`config.mk`:
```
export PLATFORM = sky130hd
export DESIGN_NAME = thorDecodeUnit
export DESIGN_NICKNAME = d
export VERILOG_FILES = /design/src/isaPkg.sv /design/src/decodePkg.sv /design/src/decodeClass.sv /design/src/decodeCtrl.sv /design/src/decodeImm.sv /design/src/decodeRegs.sv /design/src/thorDecodeUnit.sv
export SDC_FILE = /design/constraint.sdc
export NUM_CORES = 1
export LEC_CHECK = 0
export BUFFER_PORTS_ARGS = -buffer_cell sky130_fd_sc_hd__buf_2
export CORE_MARGIN = 10
export CORE_UTILIZATION = 40
export CTS_BUF_LIST = sky130_fd_sc_hd__clkbuf_4 sky130_fd_sc_hd__clkbuf_8
export CTS_CLUSTER_SIZE = 8
export DETAILED_ROUTE_END_ITERATION = 12
export REMOVE_ABC_BUFFERS = 1
export SLEW_MARGIN = 20
export SYNTH_ARGS = -nofsm -noshare
export SYNTH_HDL_FRONTEND = slang
export SYNTH_SLANG_ARGS = --single-unit
```
`constraint.sdc`:
```
create_clock -name clk -period 2.12 [get_ports clk]
set_input_delay 0.318 -clock clk [delete_from_list [all_inputs] [get_ports clk]]
set_output_delay 0.318 -clock clk [all_outputs]
set_load 0.01 [all_outputs]
```
`src/isaPkg.sv`:
```
/*
 * Instruction set definitions for the decode unit
 * Covers the 32-bit instruction format, the opcode set and the
 * architectural registers that some opcodes name implicitly
 */
`default_nettype none

package isaPkg;

	// Field widths of the instruction word
	localparam int OPCODE_W = 7;
	localparam int REG_W = 6;
	localparam int FUNC_W = 7;
	localparam int IMM_FIELD_W = 13;

	// One of the 64 architectural registers
	typedef logic [REG_W-1:0] regspec_t;

	// Any encoding not listed here is an illegal instruction
	typedef enum logic [OPCODE_W-1:0] {
		OP_NOP   = 7'd0,
		OP_ADD   = 7'd2,
		OP_ADDI  = 7'd4,
		OP_LOAD  = 7'd8,
		OP_STORE = 7'd9,
		OP_BEQ   = 7'd16,
		OP_DBRA  = 7'd17,
		OP_RTD   = 7'd20
	} opcode_t;

	// Register format, most significant field first
	typedef struct packed {
		logic [FUNC_W-1:0] func;
		regspec_t rb;
		regspec_t ra;
		regspec_t rt;
		opcode_t opcode;
	} instruction_t;

	// Same 32 bits seen as immediate forms, where func and rb merge into one field
	typedef struct packed {
		logic [IMM_FIELD_W-1:0] imm;
		logic [31-IMM_FIELD_W:0] lower;
	} instrImm_t;

	// Registers with a fixed role
	localparam regspec_t REG_ZERO = 6'd0;
	localparam regspec_t REG_LC = 6'd55;
	localparam regspec_t REG_SP = 6'd62;

endpackage

`default_nettype wire

```
`src/decodePkg.sv`:
```
/*
 * Decode result and host interface definitions
 * Holds the decoded bundle, the class flags, the APB register map
 * and the states of the controller
 */
`default_nettype none

package decodePkg;
	import isaPkg::*;

	// Exactly one flag is set per instruction
	typedef struct packed {
		logic isAlu;
		logic isLoad;
		logic isStore;
		logic isBranch;
		logic isReturn;
		logic illegal;
	} insnClass_t;

	// Captured result, 24 bits in all
	typedef struct packed {
		regspec_t ra;
		regspec_t rb;
		regspec_t rt;
		insnClass_t cls;
	} decoded_t;

	typedef logic [7:0] apbAddr_t;
	typedef logic [31:0] apbData_t;

	// ======================================================================
	// APB register map
	// ======================================================================
	localparam apbAddr_t ADDR_INSN = 8'h00;
	localparam apbAddr_t ADDR_STATUS = 8'h04;
	localparam apbAddr_t ADDR_REGS = 8'h08;
	localparam apbAddr_t ADDR_IMM = 8'h0C;
	localparam apbAddr_t ADDR_CLASS = 8'h10;

	// Bit positions inside the status and register words
	localparam int STATUS_BUSY = 0;
	localparam int STATUS_VALID = 1;
	localparam int REGS_RA_LSB = 0;
	localparam int REGS_RB_LSB = 8;
	localparam int REGS_RT_LSB = 16;

	typedef enum logic [1:0] {
		ST_IDLE,
		ST_DECODE,
		ST_DONE
	} ctrlState_t;

endpackage

`default_nettype wire

```
`src/decodeClass.sv`:
```
/*
 * Instruction class decoder
 * Sets one class flag per opcode and flags undefined encodings
 */
`timescale 1ns/1ns
`default_nettype none

module decodeClass import isaPkg::*, decodePkg::*;
(
	input wire clk,
	input wire reset,
	input wire instruction_t instr,
	output insnClass_t cls
);

	always_comb
	begin
		cls = '0;
		case (instr.opcode)
			// A NOP is treated as an ALU operation with no effect
			OP_NOP, OP_ADD, OP_ADDI:
				cls.isAlu = 1'b1;
			OP_LOAD:
				cls.isLoad = 1'b1;
			OP_STORE:
				cls.isStore = 1'b1;
			// Both conditional branches share the branch unit
			OP_BEQ, OP_DBRA:
				cls.isBranch = 1'b1;
			OP_RTD:
				cls.isReturn = 1'b1;
			// Anything else traps as an illegal instruction
			default:
				cls.illegal = 1'b1;
		endcase
	end

	// The host reads the flags as one word, so no opcode may set two of them
	// or leave all of them clear, whatever the controller has latched
	classOneHot: assert property (
		@(posedge clk) disable iff (reset)
		$onehot(cls)
	) else $error("class flags are not one-hot: %b", cls);

endmodule

`default_nettype wire

```
`src/decodeCtrl.sv`:
```
/*
 * Decode controller with APB slave
 * Holds the instruction register, sequences one decode at a time,
 * captures the decoder outputs and serves the result registers
 */
`timescale 1ns/1ns
`default_nettype none

module decodeCtrl import isaPkg::*, decodePkg::*;
#(
	parameter int ImmWidth = 32
)
(
	input wire clk,
	input wire reset,
	input wire apbAddr_t paddr,
	input wire psel,
	input wire penable,
	input wire pwrite,
	input wire apbData_t pwdata,
	output apbData_t prdata,
	output logic pready,
	output logic pslverr,
	output instruction_t instr,
	input wire regspec_t ra,
	input wire regspec_t rb,
	input wire regspec_t rt,
	input wire [ImmWidth-1:0] imm,
	input wire insnClass_t cls
);

	ctrlState_t state;
	instruction_t instrReg;
	decoded_t result;
	logic [ImmWidth-1:0] immReg;
	logic busy;
	logic valid;
	logic access;
	logic mapped;
	logic resultAddr;
	logic badAccess;
	logic stall;
	logic insnWrite;

	// ======================================================================
	// APB access decode
	// ======================================================================
	assign access = psel & penable;
	assign mapped = paddr inside {ADDR_INSN, ADDR_STATUS, ADDR_REGS, ADDR_IMM, ADDR_CLASS};
	assign resultAddr = paddr inside {ADDR_REGS, ADDR_IMM, ADDR_CLASS};

	// Only the instruction register may be written
	assign badAccess = !mapped | (pwrite & (paddr != ADDR_INSN));

	// A result read or a new instruction has to wait out the decode cycle
	assign stall = busy & ((pwrite & (paddr == ADDR_INSN)) | (!pwrite & resultAddr));

	// Transfer completes on this edge
	assign insnWrite = access & pready & pwrite & (paddr == ADDR_INSN);

	// One wait state per transfer, more while the decoder is busy
	always_ff @(posedge clk)
	begin
		if (reset)
		begin
			pready <= 1'b0;
			pslverr <= 1'b0;
		end
		else if (access && !pready && !stall)
		begin
			pready <= 1'b1;
			pslverr <= badAccess;
		end
		else
		begin
			pready <= 1'b0;
			pslverr <= 1'b0;
		end
	end

	// ======================================================================
	// Sequencing
	// ======================================================================
	always_ff @(posedge clk)
	begin
		if (reset)
			state <= ST_IDLE;
		else
		begin
			case (state)
				ST_IDLE, ST_DONE:
					if (insnWrite)
						state <= ST_DECODE;
				// Decoders are combinational, one cycle is enough
				ST_DECODE:
					state <= ST_DONE;
				default:
					state <= ST_IDLE;
			endcase
		end
	end

	assign busy = (state == ST_DECODE);
	assign valid = (state == ST_DONE);

	// Instruction register starts as a NOP so the decoders see a legal word
	always_ff @(posedge clk)
	begin
		if (reset)
			instrReg <= '0;
		else if (insnWrite)
			instrReg <= pwdata;
	end

	assign instr = instrReg;

	// Results are sampled once, at the end of the decode cycle
	always_ff @(posedge clk)
	begin
		if (reset)
		begin
			result <= '0;
			immReg <= '0;
		end
		else if (state == ST_DECODE)
		begin
			result <= '{ra: ra, rb: rb, rt: rt, cls: cls};
			immReg <= imm;
		end
	end

	// ======================================================================
	// Read data
	// ======================================================================
	always_comb
	begin
		prdata = '0;
		case (paddr)
			ADDR_STATUS:
			begin
				prdata[STATUS_BUSY] = busy;
				prdata[STATUS_VALID] = valid;
			end
			ADDR_REGS:
			begin
				prdata[REGS_RA_LSB +: REG_W] = result.ra;
				prdata[REGS_RB_LSB +: REG_W] = result.rb;
				prdata[REGS_RT_LSB +: REG_W] = result.rt;
			end
			// A narrow immediate is widened with its sign
			ADDR_IMM:
				prdata = apbData_t'($signed(immReg));
			ADDR_CLASS:
				prdata[$bits(insnClass_t)-1:0] = result.cls;
			// Instruction register is write only and reads as zero
			default:
				prdata = '0;
		endcase
	end

	// The host must keep the access phase up until the slave answers
	readyInAccess: assert property (
		@(posedge clk) disable iff (reset)
		pready |-> (psel && penable)
	) else $error("pready high outside an access phase");

	// No new instruction slips in during decode, and decode ends after one cycle
	decodeOneCycle: assert property (
		@(posedge clk) disable iff (reset)
		(state == ST_DECODE) |-> !insnWrite ##1 (state == ST_DONE)
	) else $error("decode cycle was not exactly one clock");

endmodule

`default_nettype wire

```
`src/decodeImm.sv`:
```
/*
 * Immediate extractor
 * Produces the sign- or zero-extended constant for each immediate form
 */
`timescale 1ns/1ns
`default_nettype none

module decodeImm import isaPkg::*;
#(
	parameter int ImmWidth = 32
)
(
	input wire instruction_t instr,
	output logic [ImmWidth-1:0] imm
);

	instrImm_t immView;

	// Look at the upper 13 bits as a single field
	assign immView = instrImm_t'(instr);

	always_comb
	begin
		case (instr.opcode)
			// ======================================================
			// 13-bit signed offset or constant
			// ======================================================
			OP_ADDI, OP_LOAD, OP_STORE:
				imm = ImmWidth'($signed(immView.imm));

			// Branch displacement counts instructions, hence the shift by 2
			OP_BEQ, OP_DBRA:
				imm = ImmWidth'($signed({instr.func, 2'b00}));

			// Stack adjustment is unsigned and counted in 8-byte words
			OP_RTD:
				imm = ImmWidth'({immView.imm, 3'b000});

			// No immediate in the remaining forms
			default:
				imm = '0;
		endcase
	end

endmodule

`default_nettype wire

```
`src/decodeRegs.sv`:
```
/*
 * Register specifier decoder
 * Picks source A, source B and target, with fixed registers for
 * the opcodes that work on the stack pointer or loop counter
 */
`timescale 1ns/1ns
`default_nettype none

module decodeRegs import isaPkg::*;
(
	input wire instruction_t instr,
	output regspec_t ra,
	output regspec_t rb,
	output regspec_t rt
);

	// Source A comes from the ra field unless the opcode implies a register
	always_comb
	begin
		case (instr.opcode)
			// Return and deallocate pops through the stack pointer
			OP_RTD:  ra = REG_SP;
			// Decrement and branch tests the loop counter
			OP_DBRA: ra = REG_LC;
			default: ra = instr.ra;
		endcase
	end

	// Only the two-register forms read a second source
	always_comb
	begin
		case (instr.opcode)
			OP_ADD, OP_STORE, OP_BEQ: rb = instr.rb;
			default: rb = REG_ZERO;
		endcase
	end

	// Both counter opcodes write back the register they read
	always_comb
	begin
		case (instr.opcode)
			OP_DBRA: rt = REG_LC;
			OP_RTD:  rt = REG_SP;
			// Stores and compares write nothing, so they target r0
			OP_STORE, OP_BEQ: rt = REG_ZERO;
			default: rt = instr.rt;
		endcase
	end

endmodule

`default_nettype wire

```
`src/thorDecodeUnit.sv`:
```
/*
 * Instruction decode unit, top level
 * Connects the APB controller to the register, immediate and class decoders
 */
`timescale 1ns/1ns
`default_nettype none

module thorDecodeUnit import isaPkg::*, decodePkg::*;
#(
	parameter int ImmWidth = 32
)
(
	input wire clk,
	input wire reset,
	input wire apbAddr_t paddr,
	input wire psel,
	input wire penable,
	input wire pwrite,
	input wire apbData_t pwdata,
	output apbData_t prdata,
	output logic pready,
	output logic pslverr
);

	// Latched instruction fans out to all three decoders
	instruction_t instr;
	regspec_t ra;
	regspec_t rb;
	regspec_t rt;
	logic [ImmWidth-1:0] imm;
	insnClass_t cls;

	decodeCtrl #(
		.ImmWidth(ImmWidth)
	) ctrl (
		.clk(clk),
		.reset(reset),
		.paddr(paddr),
		.psel(psel),
		.penable(penable),
		.pwrite(pwrite),
		.pwdata(pwdata),
		.prdata(prdata),
		.pready(pready),
		.pslverr(pslverr),
		.instr(instr),
		.ra(ra),
		.rb(rb),
		.rt(rt),
		.imm(imm),
		.cls(cls)
	);

	decodeRegs regs (
		.instr(instr),
		.ra(ra),
		.rb(rb),
		.rt(rt)
	);

	decodeImm #(
		.ImmWidth(ImmWidth)
	) immDec (
		.instr(instr),
		.imm(imm)
	);

	// Clock and reset only drive the class check
	decodeClass classDec (
		.clk(clk),
		.reset(reset),
		.instr(instr),
		.cls(cls)
	);

endmodule

`default_nettype wire

```
* Yosys cells after proc, flatten, opt, wreduce, memory -nomap -nowiden
Cells that the tools add are included.
W data, S select, Z words.
** Storage, ports and cells
- Bits in registers :: 92
- Bits of input ports :: 45
- Output and inout port bits :: 34
- Logic and storage cells :: 83
** Cells by class
- Equal/unequal tests :: 14
- Mux-type cells :: 20
- Bitwise gates (word level) :: 11
- Reductions and logical operators :: 20
** Operator list (count)
- $pmux W32 S3 :: 1
- $pmux W6 S2 :: 3
- $eq A7 B5 Y1 const B :: 3
- $pmux W6 S3 :: 1
- $eq A8 B4 Y1 const B :: 2
- $eq A7 B4 Y1 const B :: 2
- $pmux W4 S3 :: 1
- $mux W10 :: 1
- $reduce_or A3 Y1 :: 3
- $and A1 B1 Y1 :: 8
- $eq A8 B3 Y1 const B :: 1
- $eq A8 B5 Y1 const B :: 1
- $logic_not A8 Y1 :: 1
- $pmux W2 S4 :: 1
- $reduce_bool A8 Y1 :: 1
- $reduce_or A2 Y1 :: 4
- $reduce_or A8 Y1 :: 1
- $eq A7 B2 Y1 const B :: 1
- $eq A7 B3 Y1 const B :: 1
- $logic_not A7 Y1 :: 1
- $mux W1 :: 7
- $mux W2 :: 3
- $mux W6 :: 1
- $reduce_bool A5 Y1 :: 1
- other kinds (10) :: 15

* Logic depth before layout (Yosys ltp)
Gate-level depths: netlist of the first run.
- Depth after elaboration :: 9
- Depth in mapped cells :: 6
- Depth with buffers taken out :: 4

* Cells and area by module
From an unflattened synthesis of the first run, not the netlist that was laid out.
** Second synthesis, totals
- Cell total of the unflattened synthesis :: 597
- Area, all modules :: 4917.2 um^2
** Modules (own cells, without submodules)
- decodeCtrl :: instances 1, cells each 470, area each 3993.8 um^2, sequential area each 1841.8 um^2
- decodeImm :: instances 1, cells each 60, area each 449.2 um^2, sequential area each 0.0 um^2
- decodeRegs :: instances 1, cells each 52, area each 369.1 um^2, sequential area each 0.0 um^2
- decodeClass :: instances 1, cells each 15, area each 105.1 um^2, sequential area each 0.0 um^2

* Worst setup path before layout of the first run
OpenSTA, ideal clock, no wires.
- Kind :: input-to-output
- Start point :: in paddr[4]
- End point :: out prdata[23]
- Data arrival time :: 1780 ps
- Data required time :: 1802 ps
- Slack :: 22 ps
- Cell stages on the path :: 6
- Path buffers :: 3
- Path through :: clkbuf_1 -> inv_1 -> nand4_1 -> clkbuf_1 -> nor2_1 -> buf_4
** Between the ends
- Word-level cells in the longest chain between the ends :: 2
** Ends and longest elaborated chain
- start, declared :: line thorDecodeUnit.sv:15 : input wire apbAddr_t paddr,
- $eq A8 B4 Y1 :: line decodeCtrl.sv:138 : case (paddr)
- $mux W10 :: line decodeCtrl.sv:138
- end, declared :: line thorDecodeUnit.sv:20 : output apbData_t prdata,
No other way between the ends.

* Final worst setup path of the first run
- Start point :: reg ctrl.state[0]
- End point :: out prdata[0]
** Between the ends
- Word-level cells in the longest chain between the ends :: 2
** Ends and longest elaborated chain
- start, declared :: line decodeCtrl.sv:32 : ctrlState_t state;
- start signal, assigned :: line decodeCtrl.sv:87 : state <= ST_IDLE;
- start signal, assigned :: line decodeCtrl.sv:93 : state <= ST_DECODE;
- start signal, assigned :: line decodeCtrl.sv:96 : state <= ST_DONE;
- $eq A2 B1 Y1 :: line decodeCtrl.sv:103 : assign busy = (state == ST_DECODE);
- $pmux W2 S4 :: line decodeCtrl.sv:138
No other way between the ends.

==> metrics.json, run 1 <==
{
  "run_status": "finished clean",
  "effective_utilization_at_floorplan": 0.410,
  "core_um2": 9730,
  "critical_path_class": "reg2out",
  "synth.distinct_cells": 57,
  "max-cap-violations": 0,
  "route.detailed.drc": 0,
  "critical_path_launch_point_type": "flop",
  "grt_util_all_layers": 0.142,
  "layout.nets": 577,
  "grt_pass1_vias": 3349,
  "buffer_ports.inserted": 78,
  "postCtsSetupRepairBufs": 0,
  "rsz0062_at_grt": "false",
  "synth_edf_count": 0,
  "drive_above_1_share": 0.244,
  "synth_cells": 463,
  "worstSetupEndpointType": "output pin",
  "final_hold_vios": 0,
  "numCtsBuffers": 9,
  "tritoncts_num_sinks": 77,
  "ctsHtreeMaxLevel": 3,
  "slew_violations": 0,
  "syn_area_um2": 3990,
  "die_h_um": 120,
  "dr.first_iter.drc_count": 195,
  "cp_data_required_time_ps": 1800,
  "setup_violations": 0,
  "io_pins": 79,
  "placed_cell_area_um2": 4510,
  "clk_pin_slew_worst_paths_ps": 80,
  "routed.top_layer": "met4",
  "ir_drop_v": 0.000343,
  "total_power_w": 0.00307,
  "overflow": 0,
  "core.rowCount": 36,
  "wire_length_reported_by_the_detailed_router_um": 10300,
  "power-per-cell-area_nw_per_um2": 642,
  "syn2layout_area_growth_pct": 19.8,
  "timing.slew.headroom": 0.531,
  "tritoncts": "built",
  "cts_max_path_buffers": 2,
  "detail_route.wirelength.met1_um": 5040,
  "cts_resized": 0,
  "yosys_warnings": 0,
  "syn_area_per_cell_um2": 8.62,
  "worstSkewPairLatency_ps": 340,
  "cts.root.buffer_cell": "sky130_fd_sc_hd__clkbuf_8",
  "cts_hold_repair_buffers": 0,
  "grt_antenna_before_repair": 0,
  "grt_max_degree": 48,
  "die-area_um2": 14400,
  "route.vias.total": 3380,
  "max_slew.worst_pin.slew_ps": 703,
  "rd_place_congestion": 0.802,
  "async_flop_share": 0,
  "drtAntennaViolNets": 0,
  "data_arrival_at_the_endpoint_of_the_critical_path_ps": 1640,
  "fp.dieW_um": 120,
  "met3RoutedLength_um": 431,
  "route.detailed.vias_per_inst": 5.04,
  "nFillCells": 970,
  "power.static_leakage_nw": 1.78,
  "antenna-diode-count": 0,
  "postSynth.topFlopCell": "sky130_fd_sc_hd__dfxtp_1",
  "dp_slack_ps": 142,
  "synth.yosys.seq_area_share": 0.386,
  "synth-seq-cells": 77,
  "finalWorstPathRequiredPeriod_ps": 1960,
  "stdcell_area_um2": 4780,
  "post-route-worst-setup-slack_ps": 164,
  "dr_wl_met2_um": 4630,
  "fmaxAchievable_mhz": 511,
  "worst_hold_class": "in2reg",
  "wire_length_of_the_first_global_routing_pass_um": 17100,
  "layout_worst_path_cycle_share": 0.923,
  "timing.critical_path.fanout_max": 5,
  "fin_worst_skew_ps": 8.97,
  "first_pass_iters": 4,
  "detailedPlacementHpwl_um": 7620,
  "avgRoutedWirePerCell_um": 15.3
}
==> placed cells by master (no fill, tap or decap), types with 2 or more instances in the layout <==
| cell type | n |
|---|---|
| sky130_fd_sc_hd__nand2b_1 | 78 |
| sky130_fd_sc_hd__nor4bb_1 | 2 |
| sky130_fd_sc_hd__nor3b_1 | 2 |
| sky130_fd_sc_hd__a41oi_1 | 2 |
| sky130_fd_sc_hd__a211oi_1 | 5 |
| sky130_fd_sc_hd__nor3_1 | 14 |
| sky130_fd_sc_hd__inv_1 | 2 |
| sky130_fd_sc_hd__bufinv_16 | 4 |
| sky130_fd_sc_hd__xnor2_1 | 3 |
| sky130_fd_sc_hd__o21ai_1 | 12 |
| sky130_fd_sc_hd__nand3_1 | 3 |
| sky130_fd_sc_hd__clkbuf_4 | 3 |
| sky130_fd_sc_hd__a21oi_1 | 36 |
| sky130_fd_sc_hd__nand4_1 | 4 |
| sky130_fd_sc_hd__nor2b_1 | 4 |
| sky130_fd_sc_hd__mux2i_1 | 42 |
| sky130_fd_sc_hd__a22o_1 | 6 |
| sky130_fd_sc_hd__nor2_1 | 29 |
| sky130_fd_sc_hd__clkbuf_8 | 9 |
| sky130_fd_sc_hd__nand3b_1 | 8 |
| sky130_fd_sc_hd__buf_2 | 78 |
| sky130_fd_sc_hd__nor4_1 | 2 |
| sky130_fd_sc_hd__buf_4 | 21 |
| sky130_fd_sc_hd__o22ai_1 | 2 |
| sky130_fd_sc_hd__and2_1 | 4 |
| sky130_fd_sc_hd__buf_12 | 2 |
| sky130_fd_sc_hd__o21ai_0 | 9 |
| sky130_fd_sc_hd__nand2_1 | 37 |
| sky130_fd_sc_hd__a221o_1 | 2 |
| sky130_fd_sc_hd__a22oi_1 | 2 |
| sky130_fd_sc_hd__or3b_2 | 2 |
| sky130_fd_sc_hd__nor2_2 | 3 |
| sky130_fd_sc_hd__dfxtp_1 | 77 |
| sky130_fd_sc_hd__a2bb2oi_1 | 4 |
==> synthesized netlist by cell type, types with 6 or more instances <==
cell type,n,area share
sky130_fd_sc_hd__nand2b_1,78,0.12
sky130_fd_sc_hd__o21ai_0,9,0.011
sky130_fd_sc_hd__nor3_1,14,0.018
sky130_fd_sc_hd__dfxtp_1,77,0.39
sky130_fd_sc_hd__o21ai_1,12,0.015
sky130_fd_sc_hd__buf_4,9,0.017
sky130_fd_sc_hd__nand2_1,37,0.035
sky130_fd_sc_hd__nor2_1,30,0.028
sky130_fd_sc_hd__clkbuf_1,23,0.022
sky130_fd_sc_hd__nand3b_1,8,0.015
sky130_fd_sc_hd__mux2i_1,42,0.11
sky130_fd_sc_hd__a22o_1,6,0.013
sky130_fd_sc_hd__a21oi_1,36,0.045
==> worst max-delay path, cell delays in order (launching register included) <==
cell and delay, ps:
sky130_fd_sc_hd__dfxtp_1 410, sky130_fd_sc_hd__nand2b_1 140, sky130_fd_sc_hd__o21ai_0 170, sky130_fd_sc_hd__nor4bb_1 280
sky130_fd_sc_hd__a221o_1 160, sky130_fd_sc_hd__buf_2 130
==> final timing paths <==
check / start / slack [ps] / to / depth (start not counted)
min: pwdata[1] / 230 / ctrl.instr[1]$_SDFFE_PP0P_ / 3
max: ctrl.state[0]$_SDFFE_PP0P_ / 160 / prdata[0] / 5
min reg2reg: ctrl.immReg[7]$_SDFFE_PP0P_ / 450 / ctrl.immReg[7]$_SDFFE_PP0P_ / 2
max reg2reg: ctrl.instr[2]$_SDFFE_PP0P_ / 230 / ctrl.immReg[3]$_SDFFE_PP0P_ / 5
==> routing by layer <==
layer,GRT usage,up-vias
met1,0.189,1539
met3,0.0309,14
met5,0,-
li1,-,1745
met4,0.0475,0
met2,0.224,82
==> power breakdown <==
group          switching [W]  internal [W]  total [W]
registers        0.000000725       0.00145    0.00145
clock network       0.000532      0.000942    0.00147
logic              0.0000745     0.0000725   0.000147
==> layout make-up <==
class	instances	area, um2	area share
inverters	2	7.51	0.00157
repair buffers	101	588	0.123
flip-flops and latches	77	1540	0.322
clock buffers	12	146	0.0306
well taps	133	166	0.0348
multi-input cells	341	2210	0.463
clock inverters	4	120	0.0251
==> stage by stage <==
stage / utilization / TNS, ps / instances / hold slack (ps)
after floorplan: - / -22760 / 420 / 387
after global placement: 0.464 / 0 / 654 / 440
after detailed placement: 0.464 / 0 / 654 / 444
after CTS: 0.491 / 0 / 670 / 212
after global routing: 0.492 / 0 / 670 / 224
final: 0.492 / 0 / 670 / 227
==> flip-flops by register name (all words and copies together), names as in the netlist <==
register and flops:
ctrl.instr 32, ctrl.result 24, ctrl.immReg 17, ctrl.state 2, ctrl.pready 1, ctrl.pslverr 1
==> cells by family after synthesis <==
group / count (synthesis) / synth area share
AO/OA/AOI/OAI: 90 / 0.143
XOR/XNOR: 4 / 0.00878
buffers and inverters: 45 / 0.0599
flip-flops: 77 / 0.386
multiplexers: 42 / 0.105
AND/OR/NAND/NOR: 205 / 0.297
No activity file was read; power rests on OpenSTA's default activity.
==> inputs of run 2 (changes only) <==
- CORE_UTILIZATION: 40 -> 57
- PLACE_DENSITY: unset -> 0.82
- clock period: 2.12 -> 2 ns (I/O delays scaled with it)
==> run 2 against run 1 <==
  * Global-route usage is 3.8 points higher
  * Non-clock buffer count is 4 lower
  * Utilization is 19 points higher
  * Largest power group is now registers
  * Clock power is 15% lower
  * Worst setup slack worse by 62 ps
  * Hold slack worse by 32 ps
  * Via count is 3.5% higher
  * Die area is 25% lower
  * Count of clock-buffer cells in the layout is 3 lower
==> metrics.json, run 2 (synthesized netlist as in run 1, its figures left out) <==
{
  "setup_violations": 0,
  "netSwitchingFraction": 0.219,
  "max_slew.worst_pin.slew_ps": 749,
  "cts_hold_repair_buffers": 0,
  "grt_util_all_layers": 0.181,
  "timing.slew.headroom": 0.500,
  "drive_above_1_share": 0.239,
  "grt_antenna_before_repair": 0,
  "core.rowCount": 30,
  "die-area_um2": 10700,
  "critical_path_launch_point_type": "input port",
  "regArea_um2": 1540,
  "dp_slack_ps": 124,
  "route.detailed.vias_per_inst": 5.58,
  "post-route-worst-setup-slack_ps": 102,
  "run_status": "finished clean",
  "avgRoutedWirePerCell_um": 16.4,
  "grt_pass1_vias": 3408,
  "power.static_leakage_nw": 1.72,
  "cp_data_required_time_ps": 1700,
  "wire_length_of_the_first_global_routing_pass_um": 16600,
  "layout.cells.most_common_list": "sky130_fd_sc_hd__nand2b_1, sky130_fd_sc_hd__buf_2, sky130_fd_sc_hd__dfxtp_1",
  "clock_power_share": 0.425,
  "cts_resized": 0,
  "syn2layout_area_growth_pct": 16.5,
  "ctsHtreeMaxLevel": 3,
  "buffer_ports.inserted": 78,
  "core_um2": 6790,
  "fmaxAchievable_mhz": 527,
  "cts_max_path_buffers": 2,
  "critical_path_class": "in2out",
  "timing.critical_path.fanout_max": 5,
  "effective_utilization_at_floorplan": 0.587,
  "max-cap-violations": 0,
  "antenna-diode-count": 0,
  "tritoncts": "built",
  "dr.first_iter.drc_count": 245,
  "route.vias.total": 3499,
  "rd_place_congestion": 0.863,
  "overflow": 0,
  "clk_pin_slew_worst_paths_ps": 80,
  "switchingPower_w": 0.000642,
  "die_h_um": 104,
  "multiInputGateArea_um2": 2220,
  "first_pass_iters": 5,
  "worstSkewPairLatency_ps": 350,
  "fin_worst_skew_ps": 9.60,
  "numCtsBuffers": 9,
  "flip_flop_count_of_the_largest_register_all_copies_and_words_added": 32,
  "wire_length_reported_by_the_detailed_router_um": 10300,
  "layout_worst_path_cycle_share": 0.949,
  "sequentialPowerShare": 0.523,
  "power_report.internal_total_w": 0.00229,
  "final_util": 0.684,
  "slew_violations": 0,
  "rsz0062_at_grt": "true",
  "data_arrival_at_the_endpoint_of_the_critical_path_ps": 1600,
  "grt_max_degree": 54,
  "detailedPlacementHpwl_um": 7150,
  "final_hold_vios": 0,
  "fp.dieW_um": 104,
  "ir_drop_v": 0.000398,
  "tritoncts_num_sinks": 77,
  "worstSetupEndpointType": "output pin",
  "cts.root.buffer_cell": "sky130_fd_sc_hd__clkbuf_8",
  "worst_hold_class": "in2reg",
  "route.detailed.drc": 0,
  "layout.nets": 573,
  "p_comb_frac": 0.052,
  "postCtsSetupRepairBufs": 0,
  "drtAntennaViolNets": 0,
  "nFillCells": 559,
  "finalWorstPathRequiredPeriod_ps": 1900,
  "io_pins": 79,
  "power-per-cell-area_nw_per_um2": 631
}
## run 2: cell types whose count changed in the layout (fill, tap and decap cells not counted), sizes merged
cell | before | now
clkbuf | 12 | 9
clkinvlp | 0 | 1
bufinv | 4 | 2
clkinv | 0 | 2
buf | 101 | 97
## run 2: final timing paths
check                              startpoint                            to  slack (ps)  cells after the start
setup / recovery                     paddr[1]                     prdata[6]         100                      7
setup reg to reg   ctrl.instr[2]$_SDFFE_PP0P_  ctrl.immReg[10]$_SDFFE_PP0P_         170                      4
hold / removal                     pwdata[17]   ctrl.instr[17]$_SDFFE_PP0P_         190                      3
hold reg to reg   ctrl.immReg[6]$_SDFFE_PP0P_   ctrl.immReg[6]$_SDFFE_PP0P_         440                      2
## run 2: layout make-up
cell class	instances	area share
timing repair buffer	97	0.120
clock inverter	5	0.0167
tap	96	0.0258
multi-input combinational	341	0.478
clock buffer	9	0.0266
inverter	2	0.00161
sequential	77	0.332
## run 2: per-stage QoR
step	total power [W]	hold slack (ps)	instance area [um2]	instances	setup TNS [ps]
finish	0.00294	195	4650	627	0
global route	0.00302	198	4650	627	-2.37
CTS	0.00294	194	4640	627	0
detailed placement	0.00172	435	4440	613	0
global placement	0.00172	431	4440	613	0
floorplan	0.00163	369	3760	420	-27560
## run 2: per-layer routing
layer	global-route usage	share of wire	up-vias
li1	-	-	1723
met1	0.228	0.45	1629
met2	0.295	0.47	136
met3	0.0483	0.063	11
met4	0.0497	0.010	0
met5	0	0	-
## run 2: power by group through the flow
stage	Combinational, W	Sequential, W	Clock (W)
2_1_floorplan	0.0000593	0.00157	0
3_3_place_gp	0.000147	0.00157	0
3_5_place_dp	0.000152	0.00157	0
4_1_cts	0.000153	0.00153	0.00125
5_1_grt	0.000169	0.00153	0.00132
6_report	0.000153	0.00153	0.00125
## run 2: critical path, stage by stage
cell and delay [ps]:
sky130_fd_sc_hd__buf_2 110, sky130_fd_sc_hd__nor3_4 240, sky130_fd_sc_hd__nand2_1 170, sky130_fd_sc_hd__nor4bb_1 300, sky130_fd_sc_hd__buf_4 190, sky130_fd_sc_hd__and2_1 150, sky130_fd_sc_hd__buf_2 140
==> inputs of run 3 (changes only) <==
- CORE_MARGIN: 10 -> unset
- CORE_UTILIZATION: 57 -> 52
- PLACE_DENSITY: 0.82 -> 0.79
- clock period: 2 -> 1.6 ns (I/O delays scaled with it)
==> run 3 against run 2 <==
  * The flow now finishes with violations (negative setup slack)
  * Utilization increased by 0.49 points
  * Largest cell class unchanged
  * Combinational power up 42%
  * Die area shrank 25%
  * Count of clock-buffer cells in the layout increased by 2
==> metrics.json, run 3 (synthesized netlist as in run 1, its figures left out) <==
{
  "run_status": "finished, violations left",
  "violated_checks": "negative setup slack",
  "first_pass_iters": 4,
  "timing.slew.headroom": 0.657,
  "final_util": 0.689,
  "dr.first_iter.drc_count": 194,
  "worstSetupEndpointType": "output pin",
  "antenna-diode-count": 0,
  "grt_use_met1": 0.325,
  "data_arrival_at_the_endpoint_of_the_critical_path_ps": 1440,
  "layout.nets": 599,
  "clk_pin_slew_worst_paths_ps": 80,
  "flip_flop_count_of_the_largest_register_all_copies_and_words_added": 32,
  "numCtsBuffers": 9,
  "route.vias.total": 3605,
  "reg2reg_setup_slack_ps": 80,
  "grt_util_met3": 0.0521,
  "ir_drop_v": 0.000406,
  "fp.dieW_um": 89.6,
  "power-per-cell-area_nw_per_um2": 763,
  "critical_path_class": "in2out",
  "slew_violations": 0,
  "tritoncts_num_sinks": 77,
  "layout_worst_path_cycle_share": 1.05,
  "worstSkewPairLatency_ps": 360,
  "placed_cell_area_um2": 4620,
  "buffer_ports.inserted": 78,
  "final_hold_vios": 0,
  "globalRoute.busiestLayer": "met2",
  "most_frequent_standard_cell_in_the_layout_excluding_fill_and_tap_cells": "sky130_fd_sc_hd__nand2b_1",
  "critical_path_launch_point_type": "input port",
  "hp-start": "pwdata[4]",
  "cp_data_required_time_ps": 1360,
  "grt_pass1_vias": 3300,
  "rd_place_congestion": 0.842,
  "stdcell_area_um2": 5050,
  "tritoncts": "built",
  "drive_above_1_share": 0.313,
  "worst_hold_path.endpoint": "ctrl.instr[4]$_SDFFE_PP0P_",
  "drtAntennaViolNets": 0,
  "die_h_um": 89.6,
  "route.detailed.vias_per_inst": 5.48,
  "finalWorstPathRequiredPeriod_ps": 1680,
  "route.detailed.drc": 0,
  "power.static_leakage_nw": 1.91,
  "max-cap-violations": 0,
  "detailedPlacementHpwl_um": 6980,
  "grt_antenna_before_repair": 0,
  "syn2layout_area_growth_pct": 26.6,
  "holdPathStages": 3,
  "avgRoutedWirePerCell_um": 15.3,
  "grt_max_degree": 70,
  "die-area_um2": 8030,
  "wire_length_of_the_first_global_routing_pass_um": 15800,
  "met2_usage": 0.451,
  "overflow": 0,
  "core.rowCount": 31,
  "effective_utilization_at_floorplan": 0.544,
  "nFillCells": 577,
  "layout.cells.most_common_list": "sky130_fd_sc_hd__nand2b_1, sky130_fd_sc_hd__dfxtp_1, sky130_fd_sc_hd__buf_2",
  "fin_worst_skew_ps": 9.40,
  "cts_max_path_buffers": 2,
  "fmaxAchievable_mhz": 595,
  "core_um2": 7330,
  "worst_hold_class": "in2reg",
  "timing.rr.start": "ctrl.state[1]$_SDFFE_PP0P_",
  "ff2ff_path_depth": 6,
  "grt_util_all_layers": 0.264,
  "wire_length_reported_by_the_detailed_router_um": 10100,
  "ctsHtreeMaxLevel": 3,
  "cts.root.buffer_cell": "sky130_fd_sc_hd__clkbuf_8",
  "post-route-worst-setup-slack_ps": -81.8,
  "io_pins": 79,
  "max_slew.worst_pin.slew_ps": 515,
  "timing.critical_path.fanout_max": 4,
  "worstReg2RegEnd": "ctrl.result[16]$_SDFFE_PP0P_",
  "rsz0062_at_grt": "true",
  "setup_violations": 28
}
-- run 3: cell count changes in the layout (fill, tap and decap cells not counted), moves of 2 or more --
cell / previous run / this run
sky130_fd_sc_hd__dfxtp_1: 77 / 74
sky130_fd_sc_hd__and2_1: 4 / 0
sky130_fd_sc_hd__buf_4: 17 / 38
sky130_fd_sc_hd__a21oi_2: 0 / 3
sky130_fd_sc_hd__dfxtp_2: 0 / 2
sky130_fd_sc_hd__and2_4: 0 / 4
sky130_fd_sc_hd__buf_6: 0 / 9
sky130_fd_sc_hd__clkbuf_8: 9 / 11
sky130_fd_sc_hd__o21ai_0: 9 / 6
sky130_fd_sc_hd__a21oi_1: 36 / 33
sky130_fd_sc_hd__buf_2: 78 / 72
sky130_fd_sc_hd__o21ai_1: 12 / 14
sky130_fd_sc_hd__buf_12: 2 / 4
-- run 3: how the worst max path moves through the flow --
stage,slack [ps],start,end
after global routing,-150,paddr[5],prdata[24]
after CTS,-50,ctrl.state[1]$_SDFFE_PP0P_,prdata[0]
final,-80,paddr[5],prdata[14]
after global placement,-90,paddr[1],prdata[7]
after detailed placement,-160,paddr[1],prdata[14]
after floorplan,-1020,paddr[1],ctrl.state[0]$_SDFFE_PP0P_
-- run 3: where the power goes --
part | internal (W) | switching, W | total [W] | leakage (nW)
combinational | 0.000113 | 0.000105 | 0.000218 | 1.18
sequential | 0.00191 | 0.000000899 | 0.00192 | 0.622
clock | 0.000967 | 0.000753 | 0.00172 | 0.116
-- run 3: per-stage QoR --
stage                     TNS (ps)  worst slack (ps)  std cells  hold WS [ps]  total power [W]
after global placement        -359             -93.8        636           439          0.00216
after CTS                     -320             -45.6        658           123          0.00386
after global routing         -3500              -148        658           139          0.00396
after floorplan             -51890             -1020        420           309          0.00204
after detailed placement     -2240              -157        636           441          0.00217
final                        -1080             -81.8        658           119          0.00385
-- run 3: final cells by class --
type	instances	area [um2]	share of cell area
multi-input combinational	341	2310	0.458
clock inverter	5	81.3	0.0161
sequential	77	1550	0.306
clock buffer	11	151	0.0300
inverter	2	7.51	0.00149
tap	99	124	0.0245
timing repair buffer	123	827	0.164
-- run 3: routing by layer --
| layer | vias to the layer above | routed length [um] |
|---|---|---|
| li1 | 1781 | - |
| met1 | 1719 | 4440 |
| met2 | 91 | 4950 |
| met3 | 14 | 481 |
| met4 | 0 | 190 |
| met5 | - | 0 |
-- run 3: timing repair --
action / 4_1_cts / 5_1_grt
gates cloned: 0 / 0
endpoints found under the hold margin: 0 / 0
hold buffers: 0 / 0
buffers inserted: 6 / 0
setup endpoints to repair: 8 / 51
pin swaps: 9 / 1
resized for setup: 28 / 11
-- run 3: critical path, stage by stage --
cell and delay (ps):
sky130_fd_sc_hd__buf_6 100, sky130_fd_sc_hd__nor3_4 230, sky130_fd_sc_hd__nand2_2 110, sky130_fd_sc_hd__nor4bb_4 330
sky130_fd_sc_hd__buf_4 190, sky130_fd_sc_hd__and2_4 140, sky130_fd_sc_hd__buf_6 100
